[src/logic/ucode_pkg.sv]
//******************************
// shared widths and depths, opcode, ALU-op and jump-type enums,
// instruction and microinstruction structs, fixed ROM addresses
//******************************
package ucode_pkg;

    localparam int NUM_REGS    = 8;
    localparam int REG_BITS    = 3;
    localparam int DATA_BITS   = 16;
    localparam int OP_BITS     = 8;
    localparam int QUEUE_DEPTH = 4;
    localparam int QPTR_BITS   = $clog2(QUEUE_DEPTH);
    localparam int QCOUNT_BITS = $clog2(QUEUE_DEPTH + 1);
    localparam int UOP_DEPTH   = 2;
    localparam int UPTR_BITS   = $clog2(UOP_DEPTH);
    localparam int CREDIT_BITS = $clog2(UOP_DEPTH + 1);
    localparam int UADDR_BITS  = 6;
    localparam int LOOP_BITS   = 4;

    // routines sit in 8-word slots, slot index is the opcode
    localparam logic [UADDR_BITS-1:0] FETCH_ADDR  = UADDR_BITS'(0);
    localparam logic [UADDR_BITS-1:0] RESET_ADDR  = UADDR_BITS'(1);
    localparam logic [UADDR_BITS-1:0] IRQ_ADDR    = UADDR_BITS'(48);
    localparam logic [UADDR_BITS-1:0] BAD_OP_ADDR = UADDR_BITS'(56);

    typedef enum logic [OP_BITS-1:0] {
        OP_LDI   = 8'h01,
        OP_ADDI  = 8'h02,
        OP_XORI  = 8'h03,
        OP_SHLN  = 8'h04,
        OP_SUMDN = 8'h05
    } instr_op_e;

    typedef enum logic [2:0] {
        ALU_PASS_B,
        ALU_ADD,
        ALU_SUB,
        ALU_XOR,
        ALU_SHL1
    } alu_op_e;

    typedef enum logic [2:0] {
        JUMP_NEXT,
        JUMP_UNCOND,
        JUMP_DISPATCH,
        JUMP_ZERO,
        JUMP_LOOP_DONE,
        JUMP_END
    } jump_type_e;

    typedef enum logic [1:0] {A_RD, A_R0, A_R6, A_R7} a_sel_e;

    typedef enum logic [1:0] {B_IMM, B_RD, B_ONE, B_ZERO} b_sel_e;

    typedef struct packed {
        instr_op_e             opcode;
        logic [REG_BITS-1:0]   rd;
        logic [DATA_BITS-1:0]  imm;
        logic                  invalid;
    } instr_t;

    typedef struct packed {
        logic [UADDR_BITS-1:0] next;
        jump_type_e            jump_type;
        alu_op_e               alu_op;
        a_sel_e                a_sel;
        b_sel_e                b_sel;
        a_sel_e                dest;
        logic                  wr_en;
        logic                  load_loop;
        // interrupt window, only the fetch word sets it
        logic                  int_ack;
    } uinstr_t;

endpackage

[src/logic/uop_if.sv]
//******************************
// micro-op channel from sequencer to execute,
// credit return in the opposite direction
//******************************
`timescale 1ns/1ps

interface uop_if;
    import ucode_pkg::*;

    logic                 valid;
    alu_op_e              alu_op;
    a_sel_e               a_sel;
    b_sel_e               b_sel;
    a_sel_e               dest;
    logic [REG_BITS-1:0]  rd;
    logic [DATA_BITS-1:0] imm;
    // one pulse per retired entry
    logic                 credit;

    modport seq (output valid, alu_op, a_sel, b_sel, dest, rd, imm, input credit);

    modport exec (input valid, alu_op, a_sel, b_sel, dest, rd, imm, output credit);

endinterface

[src/logic/instr_queue.sv]
//******************************
// four-entry instruction queue
// credit back to the sender on each pop
//******************************
`timescale 1ns/1ps

module instr_queue (
    input  logic                            clk,
    input  logic                            reset,
    input  logic                            in_valid,
    input  logic [ucode_pkg::OP_BITS-1:0]   in_opcode,
    input  logic [ucode_pkg::REG_BITS-1:0]  in_rd,
    input  logic [ucode_pkg::DATA_BITS-1:0] in_imm,
    output logic                            in_credit,
    output ucode_pkg::instr_t               head,
    output logic                            empty,
    input  logic                            pop
);
    import ucode_pkg::*;

    instr_t                 entries [QUEUE_DEPTH];
    instr_t                 incoming;
    logic [QPTR_BITS-1:0]   wr_ptr;
    logic [QPTR_BITS-1:0]   rd_ptr;
    logic [QCOUNT_BITS-1:0] count;

    function automatic logic known_op(logic [OP_BITS-1:0] op);
        return op inside {OP_LDI, OP_ADDI, OP_XORI, OP_SHLN, OP_SUMDN};
    endfunction

    // opcodes outside the enum are flagged here, the sequencer traps them
    always_comb begin
        incoming.opcode  = instr_op_e'(in_opcode);
        incoming.rd      = in_rd;
        incoming.imm     = in_imm;
        incoming.invalid = !known_op(in_opcode);
    end

    always_ff @(posedge clk) begin
        if (in_valid) begin
            entries[wr_ptr] <= incoming;
        end
    end

    // no full check, the sender never holds more credits than free slots
    always_ff @(posedge clk or posedge reset) begin
        if (reset) begin
            wr_ptr <= '0;
            rd_ptr <= '0;
            count  <= '0;
        end else begin
            if (in_valid) begin
                wr_ptr <= wr_ptr + 1'b1;
            end
            if (pop) begin
                rd_ptr <= rd_ptr + 1'b1;
            end
            case ({in_valid, pop})
                2'b10:   count <= count + 1'b1;
                2'b01:   count <= count - 1'b1;
                default: count <= count;
            endcase
        end
    end

    assign head      = entries[rd_ptr];
    assign empty     = count == '0;
    assign in_credit = pop;

endmodule

[src/logic/microcode_rom.sv]
//******************************
// microcode store, constant table
// with registered read
//******************************
`timescale 1ns/1ps

module microcode_rom (
    input  logic                             clk,
    input  logic [ucode_pkg::UADDR_BITS-1:0] addr,
    output ucode_pkg::uinstr_t               data
);
    import ucode_pkg::*;

    // word that only steers the sequencer
    function automatic uinstr_t ctl_word(jump_type_e jump, logic [UADDR_BITS-1:0] nxt,
                                         logic load, logic ack);
        return '{next: nxt, jump_type: jump, alu_op: ALU_PASS_B, a_sel: A_RD,
                 b_sel: B_ZERO, dest: A_RD, wr_en: 1'b0, load_loop: load, int_ack: ack};
    endfunction

    // word that issues one micro-op
    function automatic uinstr_t alu_word(jump_type_e jump, logic [UADDR_BITS-1:0] nxt,
                                         alu_op_e op, a_sel_e a, b_sel_e b, a_sel_e d);
        return '{next: nxt, jump_type: jump, alu_op: op, a_sel: a, b_sel: b,
                 dest: d, wr_en: 1'b1, load_loop: 1'b0, int_ack: 1'b0};
    endfunction

    function automatic uinstr_t rom_word(logic [UADDR_BITS-1:0] a);
        case (a)
            FETCH_ADDR:  return ctl_word(JUMP_DISPATCH, FETCH_ADDR, 1'b0, 1'b1);
            RESET_ADDR:  return ctl_word(JUMP_UNCOND, FETCH_ADDR, 1'b0, 1'b0);
            // ldi, addi, xori
            8:  return alu_word(JUMP_END, FETCH_ADDR, ALU_PASS_B, A_RD, B_IMM, A_RD);
            16: return alu_word(JUMP_END, FETCH_ADDR, ALU_ADD, A_RD, B_IMM, A_RD);
            24: return alu_word(JUMP_END, FETCH_ADDR, ALU_XOR, A_RD, B_IMM, A_RD);
            // shln, loop count from imm[3:0]
            32: return ctl_word(JUMP_NEXT, FETCH_ADDR, 1'b1, 1'b0);
            33: return ctl_word(JUMP_LOOP_DONE, UADDR_BITS'(35), 1'b0, 1'b0);
            34: return alu_word(JUMP_UNCOND, UADDR_BITS'(33), ALU_SHL1, A_RD, B_ZERO, A_RD);
            35: return ctl_word(JUMP_END, FETCH_ADDR, 1'b0, 1'b0);
            // sumdn, first word rewrites rd unchanged to set zf
            40: return alu_word(JUMP_NEXT, FETCH_ADDR, ALU_ADD, A_RD, B_ZERO, A_RD);
            41: return ctl_word(JUMP_ZERO, UADDR_BITS'(44), 1'b0, 1'b0);
            42: return alu_word(JUMP_NEXT, FETCH_ADDR, ALU_ADD, A_R0, B_RD, A_R0);
            43: return alu_word(JUMP_UNCOND, UADDR_BITS'(41), ALU_SUB, A_RD, B_ONE, A_RD);
            44: return ctl_word(JUMP_END, FETCH_ADDR, 1'b0, 1'b0);
            // interrupt service counts in r6
            IRQ_ADDR:    return alu_word(JUMP_NEXT, FETCH_ADDR, ALU_ADD, A_R6, B_ONE, A_R6);
            49:          return ctl_word(JUMP_END, FETCH_ADDR, 1'b0, 1'b0);
            // invalid opcodes count in r7
            BAD_OP_ADDR: return alu_word(JUMP_END, FETCH_ADDR, ALU_ADD, A_R7, B_ONE, A_R7);
            default:     return ctl_word(JUMP_END, FETCH_ADDR, 1'b0, 1'b0);
        endcase
    endfunction

    always_ff @(posedge clk) begin
        data <= rom_word(addr);
    end

endmodule

[src/logic/microcode_sequencer.sv]
//******************************
// microcode sequencer: next-address chain, dispatch,
// loop counter, interrupt and bad-opcode entry, uop credits
//******************************
`timescale 1ns/1ps

module microcode_sequencer (
    input  logic              clk,
    input  logic              reset,
    input  ucode_pkg::instr_t head,
    input  logic              empty,
    output logic              pop,
    input  logic              intr,
    output logic              inta,
    input  logic              zf,
    uop_if.seq                uop
);
    import ucode_pkg::*;

    logic [UADDR_BITS-1:0]  addr;
    logic [UADDR_BITS-1:0]  next_addr;
    uinstr_t                current;
    instr_t                 cur_instr;
    logic [LOOP_BITS-1:0]   loop_cnt;
    logic [CREDIT_BITS-1:0] credits;
    logic                   loop_done;
    logic                   dispatching;
    logic                   drained;
    logic                   take_irq;
    logic                   stall;
    logic                   issue;

    microcode_rom rom_i (
        .clk  (clk),
        .addr (next_addr),
        .data (current)
    );

    assign dispatching = current.jump_type == JUMP_DISPATCH;
    assign take_irq    = intr && current.int_ack;
    assign loop_done   = loop_cnt == '0;
    // nothing in flight, so zf belongs to the last issued op
    assign drained     = credits == CREDIT_BITS'(UOP_DEPTH);

    assign stall = (current.wr_en && credits == '0) ||
                   (current.jump_type == JUMP_ZERO && !drained) ||
                   (dispatching && empty && !take_irq);

    assign issue = current.wr_en && !stall;
    // interrupt wins over a waiting instruction
    assign pop   = dispatching && !empty && !take_irq;

    always_comb begin
        if (reset) begin
            next_addr = RESET_ADDR;
        end else if (stall) begin
            next_addr = addr;
        end else if (take_irq) begin
            next_addr = IRQ_ADDR;
        end else begin
            case (current.jump_type)
                JUMP_DISPATCH: begin
                    if (head.invalid) begin
                        next_addr = BAD_OP_ADDR;
                    end else begin
                        next_addr = UADDR_BITS'({head.opcode[2:0], 3'b000});
                    end
                end
                JUMP_ZERO:      next_addr = zf ? current.next : addr + 1'b1;
                JUMP_LOOP_DONE: next_addr = loop_done ? current.next : addr + 1'b1;
                JUMP_END:       next_addr = FETCH_ADDR;
                JUMP_UNCOND:    next_addr = current.next;
                default:        next_addr = addr + 1'b1;
            endcase
        end
    end

    always_ff @(posedge clk or posedge reset) begin
        if (reset) begin
            addr <= RESET_ADDR;
        end else begin
            addr <= next_addr;
        end
    end

    always_ff @(posedge clk) begin
        if (pop) begin
            cur_instr <= head;
        end
    end

    always_ff @(posedge clk or posedge reset) begin
        if (reset) begin
            loop_cnt <= '0;
            credits  <= CREDIT_BITS'(UOP_DEPTH);
            inta     <= 1'b0;
        end else begin
            inta <= take_irq;
            if (!stall && current.load_loop) begin
                loop_cnt <= cur_instr.imm[LOOP_BITS-1:0];
            end else if (!stall && current.jump_type == JUMP_LOOP_DONE && !loop_done) begin
                loop_cnt <= loop_cnt - 1'b1;
            end
            case ({issue, uop.credit})
                2'b10:   credits <= credits - 1'b1;
                2'b01:   credits <= credits + 1'b1;
                default: credits <= credits;
            endcase
        end
    end

    assign uop.valid  = issue;
    assign uop.alu_op = current.alu_op;
    assign uop.a_sel  = current.a_sel;
    assign uop.b_sel  = current.b_sel;
    assign uop.dest   = current.dest;
    assign uop.rd     = cur_instr.rd;
    assign uop.imm    = cur_instr.imm;

endmodule

[src/logic/ucode_core.sv]
//******************************
// top level: instruction queue,
// microcode sequencer and execute stage
//******************************
`timescale 1ns/1ps

module ucode_core (
    input  logic                            clk,
    input  logic                            reset,
    input  logic                            in_valid,
    input  logic [ucode_pkg::OP_BITS-1:0]   in_opcode,
    input  logic [ucode_pkg::REG_BITS-1:0]  in_rd,
    input  logic [ucode_pkg::DATA_BITS-1:0] in_imm,
    output logic                            in_credit,
    input  logic                            intr,
    output logic                            inta,
    output logic                            wr_valid,
    output logic [ucode_pkg::REG_BITS-1:0]  wr_reg,
    output logic [ucode_pkg::DATA_BITS-1:0] wr_data
);
    import ucode_pkg::*;

    instr_t head;
    logic   empty;
    logic   pop;
    logic   zf;

    uop_if uop_ch ();

    instr_queue queue_i (
        .clk       (clk),
        .reset     (reset),
        .in_valid  (in_valid),
        .in_opcode (in_opcode),
        .in_rd     (in_rd),
        .in_imm    (in_imm),
        .in_credit (in_credit),
        .head      (head),
        .empty     (empty),
        .pop       (pop)
    );

    microcode_sequencer seq_i (
        .clk   (clk),
        .reset (reset),
        .head  (head),
        .empty (empty),
        .pop   (pop),
        .intr  (intr),
        .inta  (inta),
        .zf    (zf),
        .uop   (uop_ch.seq)
    );

    uop_execute exec_i (
        .clk      (clk),
        .reset    (reset),
        .uop      (uop_ch.exec),
        .zf       (zf),
        .wr_valid (wr_valid),
        .wr_reg   (wr_reg),
        .wr_data  (wr_data)
    );

endmodule

[src/logic/uop_execute.sv]
//******************************
// execute stage: two-entry uop buffer,
// register file, ALU, zero flag, write report
//******************************
`timescale 1ns/1ps

module uop_execute (
    input  logic                            clk,
    input  logic                            reset,
    uop_if.exec                             uop,
    output logic                            zf,
    output logic                            wr_valid,
    output logic [ucode_pkg::REG_BITS-1:0]  wr_reg,
    output logic [ucode_pkg::DATA_BITS-1:0] wr_data
);
    import ucode_pkg::*;

    typedef struct packed {
        alu_op_e              alu_op;
        a_sel_e               a_sel;
        b_sel_e               b_sel;
        a_sel_e               dest;
        logic [REG_BITS-1:0]  rd;
        logic [DATA_BITS-1:0] imm;
    } uop_t;

    uop_t                   buf_q [UOP_DEPTH];
    logic [UPTR_BITS-1:0]   wr_ptr;
    logic [UPTR_BITS-1:0]   rd_ptr;
    logic [CREDIT_BITS-1:0] count;
    logic [DATA_BITS-1:0]   regs [NUM_REGS];
    uop_t                   oldest;
    logic                   retire;
    logic [REG_BITS-1:0]    d_idx;
    logic [DATA_BITS-1:0]   a_val;
    logic [DATA_BITS-1:0]   b_val;
    logic [DATA_BITS-1:0]   result;

    function automatic logic [REG_BITS-1:0] reg_index(a_sel_e sel, logic [REG_BITS-1:0] rd);
        case (sel)
            A_R0:    return REG_BITS'(0);
            A_R6:    return REG_BITS'(6);
            A_R7:    return REG_BITS'(7);
            default: return rd;
        endcase
    endfunction

    assign oldest = buf_q[rd_ptr];
    assign retire = count != '0;
    assign d_idx  = reg_index(oldest.dest, oldest.rd);
    assign a_val  = regs[reg_index(oldest.a_sel, oldest.rd)];

    always_comb begin
        case (oldest.b_sel)
            B_IMM:   b_val = oldest.imm;
            B_RD:    b_val = regs[oldest.rd];
            B_ONE:   b_val = DATA_BITS'(1);
            default: b_val = '0;
        endcase
        case (oldest.alu_op)
            ALU_ADD:  result = a_val + b_val;
            ALU_SUB:  result = a_val - b_val;
            ALU_XOR:  result = a_val ^ b_val;
            ALU_SHL1: result = {a_val[DATA_BITS-2:0], 1'b0};
            default:  result = b_val;
        endcase
    end

    always_ff @(posedge clk) begin
        if (uop.valid) begin
            buf_q[wr_ptr] <= '{alu_op: uop.alu_op, a_sel: uop.a_sel, b_sel: uop.b_sel,
                              dest: uop.dest, rd: uop.rd, imm: uop.imm};
        end
        if (retire) begin
            wr_reg  <= d_idx;
            wr_data <= result;
        end
    end

    // one retire per cycle, the credit goes back a cycle later
    always_ff @(posedge clk or posedge reset) begin
        if (reset) begin
            wr_ptr     <= '0;
            rd_ptr     <= '0;
            count      <= '0;
            zf         <= 1'b0;
            wr_valid   <= 1'b0;
            uop.credit <= 1'b0;
            for (int i = 0; i < NUM_REGS; i++) begin
                regs[i] <= '0;
            end
        end else begin
            wr_valid   <= retire;
            uop.credit <= retire;
            if (uop.valid) begin
                wr_ptr <= wr_ptr + 1'b1;
            end
            if (retire) begin
                rd_ptr      <= rd_ptr + 1'b1;
                regs[d_idx] <= result;
                zf          <= result == '0;
            end
            case ({uop.valid, retire})
                2'b10:   count <= count + 1'b1;
                2'b01:   count <= count - 1'b1;
                default: count <= count;
            endcase
        end
    end

endmodule

[config.mk]
export PLATFORM = sky130hd
export DESIGN_NAME = ucode_core
export DESIGN_NICKNAME = d
export VERILOG_FILES = /design/src/logic/ucode_pkg.sv /design/src/logic/uop_if.sv /design/src/logic/instr_queue.sv /design/src/logic/microcode_rom.sv /design/src/logic/microcode_sequencer.sv /design/src/logic/ucode_core.sv /design/src/logic/uop_execute.sv
export SDC_FILE = /design/constraint.sdc
export NUM_CORES = 1
export LEC_CHECK = 0
export ABC_CLOCK_PERIOD_IN_PS = 4600
export BUFFER_PORTS_ARGS = -buffer_cell sky130_fd_sc_hd__buf_2
export CORE_MARGIN = 8
export CORE_UTILIZATION = 27
export CTS_CLUSTER_SIZE = 24
export DETAILED_ROUTE_END_ITERATION = 16
export PLACE_DENSITY_LB_ADDON = 0.3
export RECOVER_POWER = 100
export SLEW_MARGIN = 20
export SYNTH_ARGS = -nofsm -noshare
export SYNTH_HDL_FRONTEND = slang
export SYNTH_SLANG_ARGS = --single-unit
[constraint.sdc]
create_clock -name clk -period 4.6 [get_ports clk]
set_input_delay 0.69 -clock clk [delete_from_list [all_inputs] [get_ports clk]]
set_output_delay 0.69 -clock clk [all_outputs]
set_load 0.01 [all_outputs]
# Yosys cells after proc, flatten, opt, wreduce, memory -nomap -nowiden
# Memories as Yosys holds them, arrays and structs flattened. A register that Yosys moved wholly into a read port is not among the register bits.
# Cells that the tools add are included.
# word_totals
ff_bits	198
n_memories	3
mem_bits_rw	168
output_inout_bits	22
romBits	1280
word_cells	139
# mem_list
memory	depth	width	rd	rd_ports_with_merged_regs	write_ports	line	text
(name not given)	64	20	1	1	0	microcode_rom.sv:29	case (a)
queue_i.entries	4	28	1	0	1	instr_queue.sv:21	instr_t entries [QUEUE_DEPTH];
exec_i.buf_q	2	28	1	0	1	uop_execute.sv:27	uop_t buf_q [UOP_DEPTH];
# op_classes
bitwise	4
muxes	29
order_cmp	4
n_eq_ne	29
n_reduce_logical	31
add_sub_neg	14
# op_table
operator	count
$bwmux 128	1
$bmux 16 s3	2
$mux 16	5
$pmux 16 s4	1
$demux 16 s3	1
$pmux 16 s3	1
$mux 6	6
$pmux 6 s5	1
$eq 2x2->1 const B	9
$pmux 3 s3	2
$add 16x16->16	1
$eq 8x2->1 const B	2
$eq 8x3->1 const B	2
$logic_not 16->1	1
$sub 16x16->16	1
$xor 16x16->16	1
$eq 2x1->1 const B	6
$eq 3x2->1 const B	4
$ge 4x4->1 const B	3
$logic_and 1x1->1	12
$not 3->4	3
$reduce_bool 2->1	5
$eq 3x3->1 const B	3
$add 2x1->2 const B	4
19 further kinds	34

# Longest topological paths before layout
# depth
ltp_word	10
ltp_mapped	28

# Cells and area by module
# A second synthesis with hierarchy kept.
# hier_totals
hier_cells	1609
hier_area_um2	18934.4
# modules_own_cells
module	cells_per_inst	n_inst	seq_area_each_um2	area_per_inst_um2
uop_execute	1217	1	5605.4	12154.2
instr_queue	188	1	3538.4	4469.3
microcode_sequencer	123	1	898.4	1527.7
microcode_rom	81	1	360.3	783.3

# Worst setup path after synthesis
# OpenSTA, ideal clock, no wires.
# synth_timing
path_type	input to register
start	in reset
end	reg seq_i.rom_i.data[13] (netlist name)
stages	7
n_path_buf	1
slack_ns	-0.698
t_required_ns	4.486
arrival_time_ns	5.184
path_cell_list	inv_1 -> o21ai_0 -> nor2_1 -> clkbuf_1 -> nor2_1 -> and3_1 -> a21o_1
# synth_between
elab_chain_len	1
# synth_lines
element	line	text
from (decl)	ucode_core.sv:9	input logic reset,
$mux 6	microcode_sequencer.sv:54	if (reset) begin
named net seq_i.next_addr[4]	microcode_sequencer.sv:21	logic [UADDR_BITS-1:0] next_addr;
# The timed path passes the listed nets, and every way through them passes these cells.
# A chain may end at the register's enable or synchronous reset.

# Final worst setup path
# layout_timing
start	reg exec_i.rd_ptr
end	reg exec_i.regs[30] in the netlist's numbering
# layout_between
elab_chain_len	10
elab_cells_between_ends	36
classes_between	2 x add/sub; 2 x order compare; 12 x eq/ne; 13 x mux; 4 x bitwise; 2 x reduce/logical; 1 x memory
# layout_lines
element	line	text
from (decl)	uop_execute.sv:29	logic [UPTR_BITS-1:0] rd_ptr;
from (signal assigned)	uop_execute.sv:99	rd_ptr <= rd_ptr + 1'b1;
$mem_v2 2x28 (*)	-	
$eq 2x2->1 / $eq 2x1->1 (equally long branches)	uop_execute.sv:40	case (sel)
$pmux 3 s3	uop_execute.sv:40	
$not 3->4 (implied by the code)	uop_execute.sv:51	assign a_val = regs[reg_index(oldest.a_sel, oldest.rd)];
$bmux 16 s3	uop_execute.sv:51	
$mux 16 (implied by the code) (2 in series)	uop_execute.sv:51	
$sub 16x16->16, or another cell as far along	uop_execute.sv:62	ALU_SUB: result = a_val - b_val;
$pmux 16 s4	uop_execute.sv:60	case (oldest.alu_op)
$bwmux 128 (*)	uop_execute.sv:100	regs[d_idx] <= result;
to (signal, indexed assignment)	uop_execute.sv:100	
to (decl)	uop_execute.sv:31	logic [DATA_BITS-1:0] regs [NUM_REGS];
# Every way passes the cells marked *; elsewhere a longest branch is shown, timed or not. The select of a mux whose other input is x is not followed.

==> flow_results.org <==
** Outcome
- Run status :: finished, violations left
- The checks that failed: capacitance limit, slew limit, setup timing.

** CTS
- Number of hold-repair buffers added at the cts stage :: 0
- The later pin in the worst-skew pair is clocked with a latency of 0.57 ns.
- Clock transition time at the flip-flop clock pins of the worst setup and hold paths :: 0.06 ns
- For this design, the sink count on the clock tree is 354.
- In this run the deepest clock path goes through 3 buffers.
- The root buffer cell chosen for the clock tree is sky130_fd_sc_hd__clkbuf_16.
- TritonCTS buffer count :: 38
- The H-tree was split into 2 levels.
- TritonCTS clock tree :: done

** Drt
- Routed WL :: 58.4 mm
- Post-route antenna net violation count :: 0
- The detailed router placed 14222 vias in this run.
- Using the TritonRoute via totals, the vias-per-cell ratio works out to 5.09.
- The first TritonRoute pass finished after 5 iterations.
- In the routed design, unresolved DRC markers number 0.
- In the final routed layout, each cell accounts on average for 20.9 um.
- For this block, the initial DRC count from the detailed router was 1076.

** Yosys
- Number of nets in the synthesized netlist :: 1644
- The synthesized design contains 182 enable-type register cells.
- The mapped netlist covers 17800 um2.
- Main synth FF type :: sky130_fd_sc_hd__edfxtp_1
- Yosys attributes the largest share of cell area to sky130_fd_sc_hd__edfxtp_1 (31%), sky130_fd_sc_hd__dfrtp_1 (21%), sky130_fd_sc_hd__nor2_1 (4.5%), sky130_fd_sc_hd__a21oi_1 (4.3%), sky130_fd_sc_hd__mux2i_1 (3.9%).
- Synthesis warning total :: 0
- The share of synthesized area in the top cell type comes to 0.307.
- Number of unique standard cell types used by synthesis :: 111
- Most common library cells after synthesis :: sky130_fd_sc_hd__nor2_1 (214), sky130_fd_sc_hd__edfxtp_1 (182), sky130_fd_sc_hd__a21oi_1 (153), sky130_fd_sc_hd__dfrtp_1 (152), sky130_fd_sc_hd__nand2_1 (114)
- Synthesis produced a netlist whose cell count is 1581.
- Cell taking the most area after synthesis :: sky130_fd_sc_hd__edfxtp_1
- Fraction of registers with async set/reset :: 0.435
- Cell with the most instances after synthesis :: sky130_fd_sc_hd__nor2_1
- Synthesized area divided by synthesized cell count :: 11.3 um2
- Yosys reg bits :: 354
- Register area share after synthesis :: 0.544

** Timing
- At the pin with the least slew margin, the transition time is 3.72 ns.
- Time the worst path needs with I/O delays and setup :: 4.91 ns
- Worst relative slew slack :: -1.48
- The count of endpoints failing hold in the final timing report is 0.
- Highest clock frequency the design can meet :: 204 MHz
- Clock Skews :: 0.0238 ns
- Total negative setup slack :: -8.44 ns
- Of the available clock period, the critical path in the final layout requires 1.07.
- Unrepaired setup endpoints after global routing :: true
- Min setup slack post-route :: -0.308 ns
- Final count of negative-setup-slack endpoints :: 68
- Max-slew violation total from the final report :: 203

** Floorplan
- Horizontal die dimension :: 273 um
- The floorplan step set the die height to 273 um.
- After floorplanning, the core was sized to cover 65500 um2.
- Initial core utilization :: 0.272
- The die covers 74400 um2.
- The floorplan has 94 rows.
- Io pins :: 53

** GRT
- GRT Overall Usage :: 0.153
- For met3 alone, demand over resource in global routing was 0.0263.
- Busiest grt layer :: met2
- GRT Residual Overflow :: 0
- Fraction of met1 tracks used by global routing :: 0.207
- Via count of the first global-routing pass :: 14121
- In the global route stage, met2 resource usage came out at 0.245.
- The initial antenna violation count was 0.
- Entering global routing, the biggest net connects 155 pins.
- The first global-routing pass estimated 88.4 mm of wire.

** Finish
- Inserted Diodes :: 0
- Counting the fill cells in the layout gives 6441.
- For this run, the share of the core covered by cells in the final layout is 0.357.
- Largest register by flop count :: exec_i.regs
- Area growth from synthesis to final layout :: 31.5%
- The largest registers in the layout are exec_i.regs x128, queue_i.entries x92, exec_i.buf_q x52.
- Share of post-route cells with drive strength above 1 :: 0.311
- Number of flip-flops under the largest register name :: 128
- For this run, the post-layout net count is 1962.

** Worst setup path
- Standard cell with the maximum stage delay on the critical path :: sky130_fd_sc_hd__dfrtp_2
- Worst EP arrival :: 5.39 ns
- Among cell families on the critical path, the largest total delay comes from compound AO/OA/AOI/OAI gates.
- The worst register-to-register path has a setup slack of -0.31 ns.
- The critical path is of the flop to flop type.
- Crit start category :: flop
- Launching point of the worst reg2reg path :: exec_i.rd_ptr$_DFFE_PP0P_
- Of all nets on the critical path, the largest fanout is 6.
- Critical register-to-register path endpoint :: exec_i.regs[30]$_DFFE_PP0P_
- STA classifies the critical path endpoint as a flop.
- Crit path top cell by count :: sky130_fd_sc_hd__buf_6
- For the worst setup path, the data required time is 5.08 ns.
- For this run, the slowest stage of the critical path takes 0.45 ns.
- The number of cells on the worst reg-to-reg path is 24.
- CP bufs+invs :: 6
- Cell-by-cell listing of the critical path :: buf_6 > mux2i_4 > buf_6 > mux2i_2 > mux2i_2 > a221oi_4 > o211ai_4 > buf_6 > nor4b_4 > nor2_1 > xor2_1 > ha_1 > o21ai_2 > o21ai_2 > o21a_1 > a31o_2 > a2111oi_4 > nor2_1 > xnor2_1 > o211a_1 > buf_4 > buf_6 > buf_6 > a21oi_2

** Run
- The tool flagged a number of max-cap violations equal to 3.

** Placed design
- Detailed placement ended at an HPWL of 42.4 mm.
- In this run the tool buffered the top-level ports with 52 buffer cells.
- Before CTS, the worst setup slack after placement is -0.523 ns.
- The congestion estimate from routability-driven global placement came to 0.932.

** Hold path
- Min-Delay Startpoint :: in_imm[1]
- Endpoint, Worst Hold :: queue_i.entries[0][2]$_DFFE_PP_
- Worst hold path depth :: 1
- The worst hold path belongs to the class input port to flop.
[layout by cell type, fill, tap and decap left out, types with 10 or more instances in the layout]
master                      Yosys  final
sky130_fd_sc_hd__a211oi_1      14     12
sky130_fd_sc_hd__a21oi_1      153    114
sky130_fd_sc_hd__a21oi_2        2     38
sky130_fd_sc_hd__and3_1        14     13
sky130_fd_sc_hd__buf_4          5    253
sky130_fd_sc_hd__buf_6          8     32
sky130_fd_sc_hd__clkbuf_1      49     64
sky130_fd_sc_hd__clkbuf_16      0     40
sky130_fd_sc_hd__dfrtp_1      152    151
sky130_fd_sc_hd__dfxtp_1       18     18
sky130_fd_sc_hd__edfxtp_1     182    182
sky130_fd_sc_hd__ha_1          30     23
sky130_fd_sc_hd__inv_1         40     33
sky130_fd_sc_hd__mux2_2        13     10
sky130_fd_sc_hd__mux2i_1       70     63
sky130_fd_sc_hd__mux4_2        29     29
sky130_fd_sc_hd__nand2_1      114    112
sky130_fd_sc_hd__nand2b_1      18     17
sky130_fd_sc_hd__nand3_1       40     38
sky130_fd_sc_hd__nor2_1       214    204
sky130_fd_sc_hd__nor3_1        28     17
sky130_fd_sc_hd__o211ai_1      10     10
sky130_fd_sc_hd__o21a_1        10     10
sky130_fd_sc_hd__o21ai_0       47     38
sky130_fd_sc_hd__o22ai_1       15     15
sky130_fd_sc_hd__xnor2_1       23     21
sky130_fd_sc_hd__xor2_1        19     19
[kinds of logic (layout without fill, tap and decap cells)]
| kind of cell | Yosys count | in the layout | synth area share |
|---|---|---|---|
| mux | 120 | 121 | 0.0906 |
| simple gates | 510 | 510 | 0.135 |
| fa+ha+maj | 33 | 33 | 0.0239 |
| xor+xnor | 42 | 42 | 0.0207 |
| compound gates | 391 | 391 | 0.153 |
| buf+inv | 131 | 478 | 0.0337 |
| flops | 354 | 354 | 0.544 |
[area by class of cell]
class | instances | area, um2 | area share
repair buffers | 363 | 2740 | 0.117
clock buffers | 54 | 1100 | 0.0471
flip-flops and latches | 354 | 9680 | 0.413
well taps | 864 | 1080 | 0.0462
inverters | 45 | 175 | 0.00748
clock inverters | 16 | 258 | 0.0110
multi-input cells | 1097 | 8380 | 0.358
[routing by layer]
layer / vias up / part of all wire
li1: 6513 / -
met2: 457 / 0.46
met5: - / 0
met3: 100 / 0.060
met1: 7152 / 0.44
met4: 0 / 0.034
[how the worst max path moves through the flow]
| stage | from | cells past startpoint | slack [ns] | endpoint |
|---|---|---|---|---|
| finish | exec_i.rd_ptr$_DFFE_PP0P_ | 24 | -0.31 | exec_i.regs[30]$_DFFE_PP0P_ |
| global route | exec_i.rd_ptr$_DFFE_PP0P_ | 24 | -0.51 | exec_i.regs[30]$_DFFE_PP0P_ |
| CTS | exec_i.rd_ptr$_DFFE_PP0P_ | 21 | -0.27 | exec_i.zf$_DFFE_PP0P_ |
| detailed placement | exec_i.rd_ptr$_DFFE_PP0P_ | 23 | -0.52 | exec_i.zf$_DFFE_PP0P_ |
| global placement | exec_i.rd_ptr$_DFFE_PP0P_ | 20 | -0.44 | exec_i.wr_data[8]$_DFFE_PP_ |
| floorplan | exec_i.rd_ptr$_DFFE_PP0P_ | 26 | -0.10 | exec_i.zf$_DFFE_PP0P_ |
[metrics by stage]
stage | instances | hold WS (ns) | instance area (um2)
floorplan | 1581 | 0.404 | 17900
global route | 2793 | 0.369 | 23400
finish | 2793 | 0.379 | 23400
CTS | 2769 | 0.296 | 22800
global placement | 2680 | 0.407 | 21000
detailed placement | 2680 | 0.412 | 21000
[what timing repair did]
action                                  CTS  global route
gates resized for setup                  86           113
pin swaps                                23            46
gates cloned                              4             2
buffers inserted                         16            24
endpoints found under the setup margin  110           115
Power is left out: the tool's default activity adds up to more than one toggle a clock period on the data nets, which glitch-free logic cannot reach.
